## src/hw/tsc_pkg.sv

```systemverilog
package tsc_pkg;

    // Datapath width and reset vector
    localparam logic [15:0] WORD_W = 16'd16;

    typedef logic [WORD_W-1:0] word_t;
    typedef logic [1:0]        reg_addr_t;

    localparam word_t RESET_PC = 16'h0000;

    ////////////////////////////////////////////////////////////
    // Instruction encodings
    ////////////////////////////////////////////////////////////

    // Top nibble of the instruction word
    typedef enum logic [3:0] {
        OP_BNE   = 4'd0,
        OP_BEQ   = 4'd1,
        OP_BGZ   = 4'd2,
        OP_BLZ   = 4'd3,
        OP_ADI   = 4'd4,
        OP_ORI   = 4'd5,
        OP_LHI   = 4'd6,
        OP_LWD   = 4'd7,
        OP_SWD   = 4'd8,
        OP_JMP   = 4'd9,
        OP_RTYPE = 4'd15
    } opcode_e;

    // Low six bits of an R-type word
    typedef enum logic [5:0] {
        FN_ADD = 6'd0,
        FN_SUB = 6'd1,
        FN_AND = 6'd2,
        FN_ORR = 6'd3,
        FN_NOT = 6'd4,
        FN_TCP = 6'd5,
        FN_SHL = 6'd6,
        FN_SHR = 6'd7,
        FN_WWD = 6'd28,
        FN_HLT = 6'd29
    } func_e;

    // First eight line up with FN_ADD..FN_SHR
    typedef enum logic [3:0] {
        ALU_ADD = 4'd0,
        ALU_SUB = 4'd1,
        ALU_AND = 4'd2,
        ALU_ORR = 4'd3,
        ALU_NOT = 4'd4,
        ALU_TCP = 4'd5,
        ALU_SHL = 4'd6,
        ALU_SHR = 4'd7,
        ALU_LHI = 4'd8,
        ALU_NE  = 4'd9,
        ALU_EQ  = 4'd10,
        ALU_GZ  = 4'd11,
        ALU_LZ  = 4'd12
    } alu_op_e;

endpackage

```

## src/hw/alu.sv

```systemverilog
`timescale 1ns/1ps

module alu (
    input  tsc_pkg::word_t   i_a,
    input  tsc_pkg::word_t   i_b,
    input  tsc_pkg::alu_op_e i_op,
    output tsc_pkg::word_t   o_result,
    output logic             o_cond
);
    import tsc_pkg::*;

    always_comb begin
        o_result = '0;
        o_cond   = 1'b0;
        case (i_op)
            ALU_ADD: o_result = i_a + i_b;
            ALU_SUB: o_result = i_a - i_b;
            ALU_AND: o_result = i_a & i_b;
            ALU_ORR: o_result = i_a | i_b;
            ALU_NOT: o_result = ~i_a;
            ALU_TCP: o_result = ~i_a + 16'd1;
            ALU_SHL: o_result = {i_a[WORD_W-2:0], 1'b0};
            // Sign bit is kept on a right shift
            ALU_SHR: o_result = {i_a[WORD_W-1], i_a[WORD_W-1:1]};
            ALU_LHI: o_result = {i_b[7:0], 8'h00};
            // Branch tests compare rs with rt or with zero
            ALU_NE:  o_cond = (i_a != i_b);
            ALU_EQ:  o_cond = (i_a == i_b);
            ALU_GZ:  o_cond = ($signed(i_a) > 0);
            ALU_LZ:  o_cond = i_a[WORD_W-1];
            default: ;
        endcase
    end

endmodule

```

## src/hw/exec_unit.sv

```systemverilog
`timescale 1ns/1ps

module exec_unit #(
    parameter int MEM_ADDR_W = 16
) (
    input  logic           clk,
    input  logic           reset_n,
    input  logic           i_inst_valid,
    input  tsc_pkg::word_t i_inst,
    input  tsc_pkg::word_t i_inst_pc_next,
    output logic           o_inst_take,
    output logic           o_redirect,
    output tsc_pkg::word_t o_redirect_target,
    output logic           o_data_req,
    output logic           o_data_write,
    output tsc_pkg::word_t o_data_addr,
    output tsc_pkg::word_t o_data_wdata,
    input  logic           i_data_done,
    input  tsc_pkg::word_t i_rdata,
    output tsc_pkg::word_t o_num_inst,
    output tsc_pkg::word_t o_output_port,
    output logic           o_output_strobe,
    output logic           o_is_halted
);
    import tsc_pkg::*;

    typedef enum logic [1:0] {RUN, MEM, HALT} state_e;

    state_e    state;
    reg_addr_t rs;
    reg_addr_t rt;
    reg_addr_t dest;
    reg_addr_t load_dest;
    word_t     imm_ext;
    word_t     rs_data;
    word_t     rt_data;
    word_t     alu_result;
    alu_op_e   alu_op;
    logic      use_imm;
    logic      reg_write;
    logic      mem_read;
    logic      mem_write;
    logic      branch;
    logic      jump;
    logic      wwd;
    logic      hlt;
    logic      cond;
    logic      retire_now;
    logic      load_write;

    instr_decoder u_decoder (
        .i_inst      (i_inst),
        .o_rs        (rs),
        .o_rt        (rt),
        .o_rd        (),
        .o_imm_ext   (imm_ext),
        .o_alu_op    (alu_op),
        .o_use_imm   (use_imm),
        .o_reg_write (reg_write),
        .o_dest      (dest),
        .o_mem_read  (mem_read),
        .o_mem_write (mem_write),
        .o_branch    (branch),
        .o_jump      (jump),
        .o_wwd       (wwd),
        .o_hlt       (hlt)
    );

    register_file u_regs (
        .clk          (clk),
        .reset_n      (reset_n),
        .i_read_addr1 (rs),
        .i_read_addr2 (rt),
        .o_read_data1 (rs_data),
        .o_read_data2 (rt_data),
        .i_write      ((retire_now && reg_write) || load_write),
        .i_write_addr (load_write ? load_dest : dest),
        .i_write_data (load_write ? i_rdata : alu_result)
    );

    alu u_alu (
        .i_a      (rs_data),
        .i_b      (use_imm ? imm_ext : rt_data),
        .i_op     (alu_op),
        .o_result (alu_result),
        .o_cond   (cond)
    );

    ////////////////////////////////////////////////////////////
    // Take, retire and redirect
    ////////////////////////////////////////////////////////////

    assign o_inst_take = (state == RUN) && i_inst_valid;
    assign retire_now  = o_inst_take && !(mem_read || mem_write);
    assign load_write  = (state == MEM) && i_data_done && !o_data_write;
    assign o_is_halted = (state == HALT);

    assign o_redirect        = retire_now && ((branch && cond) || jump);
    assign o_redirect_target = jump ? {i_inst_pc_next[15:12], i_inst[11:0]}
                                    : i_inst_pc_next + imm_ext;

    always_ff @(posedge clk) begin
        if (!reset_n) begin
            state           <= RUN;
            o_data_req      <= 1'b0;
            o_data_write    <= 1'b0;
            o_num_inst      <= '0;
            o_output_port   <= '0;
            o_output_strobe <= 1'b0;
        end else begin
            o_output_strobe <= retire_now && wwd;
            if (retire_now && wwd) begin
                o_output_port <= rs_data;
            end
            case (state)
                RUN: begin
                    if (o_inst_take && (mem_read || mem_write)) begin
                        state        <= MEM;
                        o_data_req   <= 1'b1;
                        o_data_write <= mem_write;
                    end else if (o_inst_take) begin
                        o_num_inst <= o_num_inst + 16'd1;
                        if (hlt) begin
                            state <= HALT;
                        end
                    end
                end
                MEM: begin
                    // Load or store retires on the data done pulse
                    if (i_data_done) begin
                        state      <= RUN;
                        o_data_req <= 1'b0;
                        o_num_inst <= o_num_inst + 16'd1;
                    end
                end
                default: ;
            endcase
        end
    end

    // Access payload is captured when the instruction is taken
    always_ff @(posedge clk) begin
        if (o_inst_take) begin
            o_data_addr  <= word_t'(alu_result[MEM_ADDR_W-1:0]);
            o_data_wdata <= rt_data;
            load_dest    <= dest;
        end
    end

endmodule

```

## src/hw/fetch_unit.sv

```systemverilog
`timescale 1ns/1ps

module fetch_unit #(
    parameter int MEM_ADDR_W = 16
) (
    input  logic           clk,
    input  logic           reset_n,
    output logic           o_fetch_req,
    output tsc_pkg::word_t o_fetch_addr,
    input  logic           i_fetch_done,
    input  tsc_pkg::word_t i_rdata,
    output logic           o_inst_valid,
    output tsc_pkg::word_t o_inst,
    output tsc_pkg::word_t o_inst_pc_next,
    input  logic           i_inst_take,
    input  logic           i_redirect,
    input  tsc_pkg::word_t i_redirect_target
);
    import tsc_pkg::*;

    word_t pc;
    word_t pc_next;
    logic  pending;
    logic  discard;
    logic  accept;

    assign pc_next = pc + 16'd1;

    // Keep an open request alive, start a new one once the buffer frees up
    assign o_fetch_req  = pending || !o_inst_valid || i_inst_take;
    assign o_fetch_addr = word_t'(pc[MEM_ADDR_W-1:0]);

    // A fetch that was outdated by a redirect is dropped on completion
    assign accept = i_fetch_done && !discard && !i_redirect;

    always_ff @(posedge clk) begin
        if (!reset_n) begin
            pc           <= RESET_PC;
            o_inst_valid <= 1'b0;
            pending      <= 1'b0;
            discard      <= 1'b0;
        end else begin
            pending <= o_fetch_req && !i_fetch_done;
            if (i_redirect) begin
                pc           <= i_redirect_target;
                o_inst_valid <= 1'b0;
                discard      <= o_fetch_req && !i_fetch_done;
            end else begin
                if (i_fetch_done) begin
                    discard <= 1'b0;
                end
                if (accept) begin
                    pc           <= pc_next;
                    o_inst_valid <= 1'b1;
                end else if (i_inst_take) begin
                    o_inst_valid <= 1'b0;
                end
            end
        end
    end

    // Instruction buffer payload
    always_ff @(posedge clk) begin
        if (accept) begin
            o_inst         <= i_rdata;
            o_inst_pc_next <= pc_next;
        end
    end

endmodule

```

## src/hw/instr_decoder.sv

```systemverilog
`timescale 1ns/1ps

module instr_decoder (
    input  tsc_pkg::word_t     i_inst,
    output tsc_pkg::reg_addr_t o_rs,
    output tsc_pkg::reg_addr_t o_rt,
    output tsc_pkg::reg_addr_t o_rd,
    output tsc_pkg::word_t     o_imm_ext,
    output tsc_pkg::alu_op_e   o_alu_op,
    output logic               o_use_imm,
    output logic               o_reg_write,
    output tsc_pkg::reg_addr_t o_dest,
    output logic               o_mem_read,
    output logic               o_mem_write,
    output logic               o_branch,
    output logic               o_jump,
    output logic               o_wwd,
    output logic               o_hlt
);
    import tsc_pkg::*;

    opcode_e opcode;
    func_e   func;

    assign opcode = opcode_e'(i_inst[15:12]);
    assign func   = func_e'(i_inst[5:0]);
    assign o_rs   = i_inst[11:10];
    assign o_rt   = i_inst[9:8];
    assign o_rd   = i_inst[7:6];

    always_comb begin
        o_imm_ext   = {{8{i_inst[7]}}, i_inst[7:0]};
        o_alu_op    = ALU_ADD;
        o_use_imm   = 1'b0;
        o_reg_write = 1'b0;
        o_dest      = i_inst[9:8];
        o_mem_read  = 1'b0;
        o_mem_write = 1'b0;
        o_branch    = 1'b0;
        o_jump      = 1'b0;
        o_wwd       = 1'b0;
        o_hlt       = 1'b0;
        case (opcode)
            OP_BNE: begin
                o_branch = 1'b1;
                o_alu_op = ALU_NE;
            end
            OP_BEQ: begin
                o_branch = 1'b1;
                o_alu_op = ALU_EQ;
            end
            OP_BGZ: begin
                o_branch = 1'b1;
                o_alu_op = ALU_GZ;
            end
            OP_BLZ: begin
                o_branch = 1'b1;
                o_alu_op = ALU_LZ;
            end
            OP_ADI: begin
                o_use_imm   = 1'b1;
                o_reg_write = 1'b1;
            end
            // ORI and LHI take the immediate unsigned
            OP_ORI: begin
                o_imm_ext   = {8'h00, i_inst[7:0]};
                o_alu_op    = ALU_ORR;
                o_use_imm   = 1'b1;
                o_reg_write = 1'b1;
            end
            OP_LHI: begin
                o_imm_ext   = {8'h00, i_inst[7:0]};
                o_alu_op    = ALU_LHI;
                o_use_imm   = 1'b1;
                o_reg_write = 1'b1;
            end
            OP_LWD: begin
                o_use_imm   = 1'b1;
                o_reg_write = 1'b1;
                o_mem_read  = 1'b1;
            end
            OP_SWD: begin
                o_use_imm   = 1'b1;
                o_mem_write = 1'b1;
            end
            OP_JMP: o_jump = 1'b1;
            OP_RTYPE: begin
                o_dest = i_inst[7:6];
                case (func)
                    FN_ADD, FN_SUB, FN_AND, FN_ORR, FN_NOT, FN_TCP, FN_SHL, FN_SHR: begin
                        o_alu_op    = alu_op_e'(i_inst[3:0]);
                        o_reg_write = 1'b1;
                    end
                    FN_WWD: o_wwd = 1'b1;
                    FN_HLT: o_hlt = 1'b1;
                    default: ;
                endcase
            end
            // Unused opcodes fall through as no-ops
            default: ;
        endcase
    end

endmodule

```

## src/hw/mem_arbiter.sv

```systemverilog
`timescale 1ns/1ps

module mem_arbiter (
    input  logic           clk,
    input  logic           reset_n,
    input  logic           i_fetch_req,
    input  tsc_pkg::word_t i_fetch_addr,
    output logic           o_fetch_done,
    input  logic           i_data_req,
    input  logic           i_data_write,
    input  tsc_pkg::word_t i_data_addr,
    input  tsc_pkg::word_t i_data_wdata,
    output logic           o_data_done,
    output tsc_pkg::word_t o_rdata,
    output logic           o_mem_read,
    output logic           o_mem_write,
    output tsc_pkg::word_t o_mem_address,
    output tsc_pkg::word_t o_mem_wdata,
    input  tsc_pkg::word_t i_mem_rdata,
    input  logic           i_mem_ready
);
    import tsc_pkg::*;

    typedef enum logic [1:0] {IDLE, FETCH, DATA} owner_e;

    owner_e owner;

    // Data side wins when both are waiting
    always_ff @(posedge clk) begin
        if (!reset_n) begin
            owner       <= IDLE;
            o_mem_read  <= 1'b0;
            o_mem_write <= 1'b0;
        end else begin
            case (owner)
                IDLE: begin
                    if (i_data_req) begin
                        owner       <= DATA;
                        o_mem_read  <= !i_data_write;
                        o_mem_write <= i_data_write;
                    end else if (i_fetch_req) begin
                        owner      <= FETCH;
                        o_mem_read <= 1'b1;
                    end
                end
                default: begin
                    if (i_mem_ready) begin
                        owner       <= IDLE;
                        o_mem_read  <= 1'b0;
                        o_mem_write <= 1'b0;
                    end
                end
            endcase
        end
    end

    // Address and data only move while no transfer is open
    always_ff @(posedge clk) begin
        if (owner == IDLE) begin
            o_mem_address <= i_data_req ? i_data_addr : i_fetch_addr;
            o_mem_wdata   <= i_data_wdata;
        end
    end

    assign o_fetch_done = (owner == FETCH) && i_mem_ready;
    assign o_data_done  = (owner == DATA) && i_mem_ready;
    assign o_rdata      = i_mem_rdata;

endmodule

```

## src/hw/register_file.sv

```systemverilog
`timescale 1ns/1ps

module register_file (
    input  logic               clk,
    input  logic               reset_n,
    input  tsc_pkg::reg_addr_t i_read_addr1,
    input  tsc_pkg::reg_addr_t i_read_addr2,
    output tsc_pkg::word_t     o_read_data1,
    output tsc_pkg::word_t     o_read_data2,
    input  logic               i_write,
    input  tsc_pkg::reg_addr_t i_write_addr,
    input  tsc_pkg::word_t     i_write_data
);
    import tsc_pkg::*;

    word_t regs [4];

    // Asynchronous read ports
    assign o_read_data1 = regs[i_read_addr1];
    assign o_read_data2 = regs[i_read_addr2];

    always_ff @(posedge clk) begin
        if (!reset_n) begin
            regs <= '{default: '0};
        end else if (i_write) begin
            regs[i_write_addr] <= i_write_data;
        end
    end

endmodule

```

## src/hw/tsc_cpu.sv

```systemverilog
`timescale 1ns/1ps

module tsc_cpu #(
    parameter int MEM_ADDR_W = 16
) (
    input  logic           clk,
    input  logic           reset_n,
    output logic           o_mem_read,
    output logic           o_mem_write,
    output tsc_pkg::word_t o_mem_address,
    output tsc_pkg::word_t o_mem_wdata,
    input  tsc_pkg::word_t i_mem_rdata,
    input  logic           i_mem_ready,
    output tsc_pkg::word_t o_num_inst,
    output tsc_pkg::word_t o_output_port,
    output logic           o_output_strobe,
    output logic           o_is_halted
);
    import tsc_pkg::*;

    logic  fetch_req;
    word_t fetch_addr;
    logic  fetch_done;
    logic  data_req;
    logic  data_write;
    word_t data_addr;
    word_t data_wdata;
    logic  data_done;
    word_t rdata;
    logic  inst_valid;
    word_t inst;
    word_t inst_pc_next;
    logic  inst_take;
    logic  redirect;
    word_t redirect_target;

    fetch_unit #(
        .MEM_ADDR_W (MEM_ADDR_W)
    ) u_fetch (
        .clk               (clk),
        .reset_n           (reset_n),
        .o_fetch_req       (fetch_req),
        .o_fetch_addr      (fetch_addr),
        .i_fetch_done      (fetch_done),
        .i_rdata           (rdata),
        .o_inst_valid      (inst_valid),
        .o_inst            (inst),
        .o_inst_pc_next    (inst_pc_next),
        .i_inst_take       (inst_take),
        .i_redirect        (redirect),
        .i_redirect_target (redirect_target)
    );

    exec_unit #(
        .MEM_ADDR_W (MEM_ADDR_W)
    ) u_exec (
        .clk               (clk),
        .reset_n           (reset_n),
        .i_inst_valid      (inst_valid),
        .i_inst            (inst),
        .i_inst_pc_next    (inst_pc_next),
        .o_inst_take       (inst_take),
        .o_redirect        (redirect),
        .o_redirect_target (redirect_target),
        .o_data_req        (data_req),
        .o_data_write      (data_write),
        .o_data_addr       (data_addr),
        .o_data_wdata      (data_wdata),
        .i_data_done       (data_done),
        .i_rdata           (rdata),
        .o_num_inst        (o_num_inst),
        .o_output_port     (o_output_port),
        .o_output_strobe   (o_output_strobe),
        .o_is_halted       (o_is_halted)
    );

    // Single memory port shared by both requesters
    mem_arbiter u_arbiter (
        .clk           (clk),
        .reset_n       (reset_n),
        .i_fetch_req   (fetch_req),
        .i_fetch_addr  (fetch_addr),
        .o_fetch_done  (fetch_done),
        .i_data_req    (data_req),
        .i_data_write  (data_write),
        .i_data_addr   (data_addr),
        .i_data_wdata  (data_wdata),
        .o_data_done   (data_done),
        .o_rdata       (rdata),
        .o_mem_read    (o_mem_read),
        .o_mem_write   (o_mem_write),
        .o_mem_address (o_mem_address),
        .o_mem_wdata   (o_mem_wdata),
        .i_mem_rdata   (i_mem_rdata),
        .i_mem_ready   (i_mem_ready)
    );

endmodule

```

## config.mk

```make
export PLATFORM = sky130hd
export DESIGN_NAME = tsc_cpu
export DESIGN_NICKNAME = d
export VERILOG_FILES = /design/src/hw/tsc_pkg.sv /design/src/hw/alu.sv /design/src/hw/exec_unit.sv /design/src/hw/fetch_unit.sv /design/src/hw/instr_decoder.sv /design/src/hw/mem_arbiter.sv /design/src/hw/register_file.sv /design/src/hw/tsc_cpu.sv
export SDC_FILE = /design/constraint.sdc
export NUM_CORES = 1
export LEC_CHECK = 0
export ABC_CLOCK_PERIOD_IN_PS = 6700
export BUFFER_PORTS_ARGS = -buffer_cell sky130_fd_sc_hd__clkbuf_2
export CAP_MARGIN = 20
export CORE_MARGIN = 2
export CORE_UTILIZATION = 50
export DETAILED_ROUTE_END_ITERATION = 8
export PLACE_DENSITY = 0.75
export SLEW_MARGIN = 20
export SYNTH_ARGS = -nofsm -noshare
export SYNTH_HDL_FRONTEND = slang
export SYNTH_SLANG_ARGS = --single-unit
```

## constraint.sdc

```tcl
create_clock -name clk -period 6.7 [get_ports clk]
set_input_delay 0 -clock clk [delete_from_list [all_inputs] [get_ports clk]]
set_output_delay 0 -clock clk [all_outputs]
set_load 0.005 [all_outputs]
```

==> impl_metrics.json <==
{
  "grt_pass1_vias": 12300,
  "synth_cells": 1507,
  "crit_path_end_kind": "flop",
  "clkSinkCount": 222,
  "die_area_um2": 28700,
  "drive_above_1_share_pct": 15.5,
  "drv_cap": 0,
  "drt_iter0_drc": 1496,
  "cts_max_level": 1,
  "grt_max_degree": 81,
  "start_util_pct": 50.8,
  "slew_headroom_pct": 22.5,
  "async_reset_ff_share_pct": 0,
  "core_area_um2": 27000,
  "power.leakage_nw": 5.80,
  "startpoint": "u_fetch.o_inst[15]",
  "die_h_um": 169,
  "worstPathRequired_ps": 6850,
  "synth_nets": 1594,
  "rsz0062_at_grt": "false",
  "crit_family": "simple AND/OR/NAND/NOR gates",
  "wl_per_cell_um": 25.7,
  "sw_frac_of_total_pct": 26.7,
  "worst_pin_slew_ps": 1160,
  "p_per_area_nw_per_um2": 202,
  "root_buffer": "clkbuf_16",
  "cp-start-kind": "flop",
  "ctsHoldBuffers": 17,
  "drc": 0,
  "crit_path_max_incr_delay_ps": 740,
  "drv_slew": 0,
  "fin_tns_setup_ps": 0,
  "synth_ff_type": "dfxtp_1",
  "clock.fmax_mhz": 182,
  "worst-path-max-fanout": 28,
  "netlist_area_um2": 13700,
  "crit_chain": "nor4b_1 > or2_2 > o21a_1 > inv_1 > ha_1 > or3_1 > or4_1 > nor3_1 > mux2_2 > a31oi_1 > o21ai_2 > nor2_4 > buf_4",
  "viasPerCell": 6.61,
  "final_nets": 1662,
  "arrival_ps": 5650,
  "clk_pin_slew_ps": 60,
  "synth_edf_count": 98,
  "io_buffer_count": 86,
  "cp_num_buf_inv": 2,
  "cts_resized": 0,
  "vias": 12800,
  "gp_congestion": 1.02,
  "ir_drop_v": 0.000197,
  "worstSkewPairLatency_ps": 530,
  "die_w_um": 169,
  "antenna_left": 0,
  "firstDrtPassIters": 6,
  "intPower_mw": 2.28,
  "final_common_cell": "nand2_1",
  "layout_common_cells": "184 x nand2_1, 124 x dfxtp_1, 113 x a21oi_1",
  "pwr-share-seq_pct": 47.7,
  "drt-total-wl_um": 49700,
  "net-switching-power_mw": 0.830,
  "clk_path_buf_depth": 3,
  "cts_tree": "yes",
  "grt_pass1_wl_um": 74300,
  "gr-total-overflow": 0,
  "synth_seq_area_share_pct": 39.6,
  "antenna_found_initial": 3,
  "hold_viol_final": 0,
  "grtUsageTotal_pct": 34.2,
  "crit_path_top_delay_cell": "nor4b_1",
  "dp_hpwl_um": 36500,
  "crit_type": "flop to flop",
  "io_pins": 87,
  "cts_buffers": 24,
  "setup_ws_ps": 1200,
  "run_status": "finished clean",
  "hold_class": "input port to flop",
  "layout_worst_path_cycle_share_pct": 82.1,
  "p_comb_share_pct": 12.3,
  "skew_ps": 37.7,
  "r2r-start": "u_fetch.o_inst[15]",
  "synth_seq_cells": 222,
  "post-place-ws_ps": 1370,
  "area_growth_pct": 12.4,
  "p_clk_share_pct": 40.0,
  "setup_viol": 0,
  "ys_warn_count": 0,
  "rows": 60,
  "worstHoldStart": "reset_n",
  "yosys.cell_types.count": 79,
  "postCtsSetupBuffers": 0,
  "finalCriticalPeriod_ps": 5500,
  "synth_area_per_cell_um2": 9.08
}
## power by group through the flow
stage          combinational [mW]  sequential, mW  clock [mW]
6_report                    0.382            1.48        1.24
5_1_grt                     0.406            1.48        1.30
4_1_cts                     0.368            1.48        1.25
3_5_place_dp                0.357            1.51           0
3_3_place_gp                0.358            1.51           0
2_1_floorplan               0.232            1.49           0
## worst min-delay path, stage by stage
cell,delay [ps]
clkbuf_2,80
buf_4,290
o21ai_0,160
a31oi_1,50
## logic make-up (layout without fill, tap and decap cells)
group,count (synthesis),count (layout),share of synthesized area [%]
simple gates,525,525,18.2
xor+xnor,63,63,4.03
other cells,0,3,0
compound gates,421,421,20.5
mux,55,55,6.95
flops,222,222,39.6
buf+inv,153,239,4.29
fa+ha+maj,68,68,6.38
## synth_stat cells (all sizes together), types with 17 or more instances
cell	instances	area, um^2
a211oi	23	173
xor2	22	193
o21ai	87	439
xnor2	41	359
edfxtp	98	2940
nor2	111	417
inv	61	229
a21oi	113	566
nor3	38	195
or3	17	106
o211ai	26	215
dfxtp	124	2480
nand3	62	310
mux4	30	676
mux2	20	225
o21a	20	150
ha	65	813
or2	18	113
nand2	184	691
clkbuf	82	308
## metal layers
metal,global-route usage (%),vias to the layer above,part of all wire [%]
li1,-,5728,-
met1,43.4,6155,39
met2,55.2,717,46
met3,6.37,198,8.7
met4,19.1,0,6.5
met5,0,-,0
## flip-flops by register name, indices dropped and copies added, names as in the netlist
signal                   count
u_fetch.o_inst_valid         1
u_arbiter.owner              2
u_exec.o_output_port        16
u_fetch.o_inst_pc_next      16
u_exec.o_data_addr          16
u_exec.o_output_strobe       1
u_arbiter.o_mem_address     16
u_fetch.o_inst              16
u_exec.o_num_inst           16
u_exec.load_dest             2
u_arbiter.o_mem_read         1
u_fetch.discard              1
u_exec.o_data_wdata         16
u_arbiter.o_mem_write        1
u_exec.state                 2
u_arbiter.o_mem_wdata       16
u_exec.o_data_write          1
u_fetch.pending              1
u_fetch.o_fetch_addr        16
u_exec.o_data_req            1
u_exec.u_regs.regs          64
## worst paths after layout
path	end	cells past startpoint	slack (ps)
max reg2reg	u_fetch.o_inst[2]	13	1200
max	u_fetch.o_inst[2]	13	1200
min reg2reg	u_arbiter.o_mem_wdata[10]	0	410
min	u_fetch.o_fetch_addr[7]	4	110
## cell type report
class,count,area [um^2]
fill,2316,11600
multi-input combinational,1132,7710
sequential,222,5430
timing repair buffer,134,853
clock buffer,30,653
tap,341,427
inverter,61,229
clock inverter,14,85.1
antenna,3,7.51
## stage by stage
stage               cells  instance area, um^2  total power [mW]  hold slack [ps]  util, %
floorplan            1507                13700              1.73             98.9        -
global placement     1872                14400              1.87              216     53.6
detailed placement   1872                14400              1.87              212     53.6
CTS                  1933                15400              3.10              107     57.0
global route         1934                15400              3.19              136     57.1
finish               1937                15400              3.11              113     57.1
(Power assumes the default switching activity.)
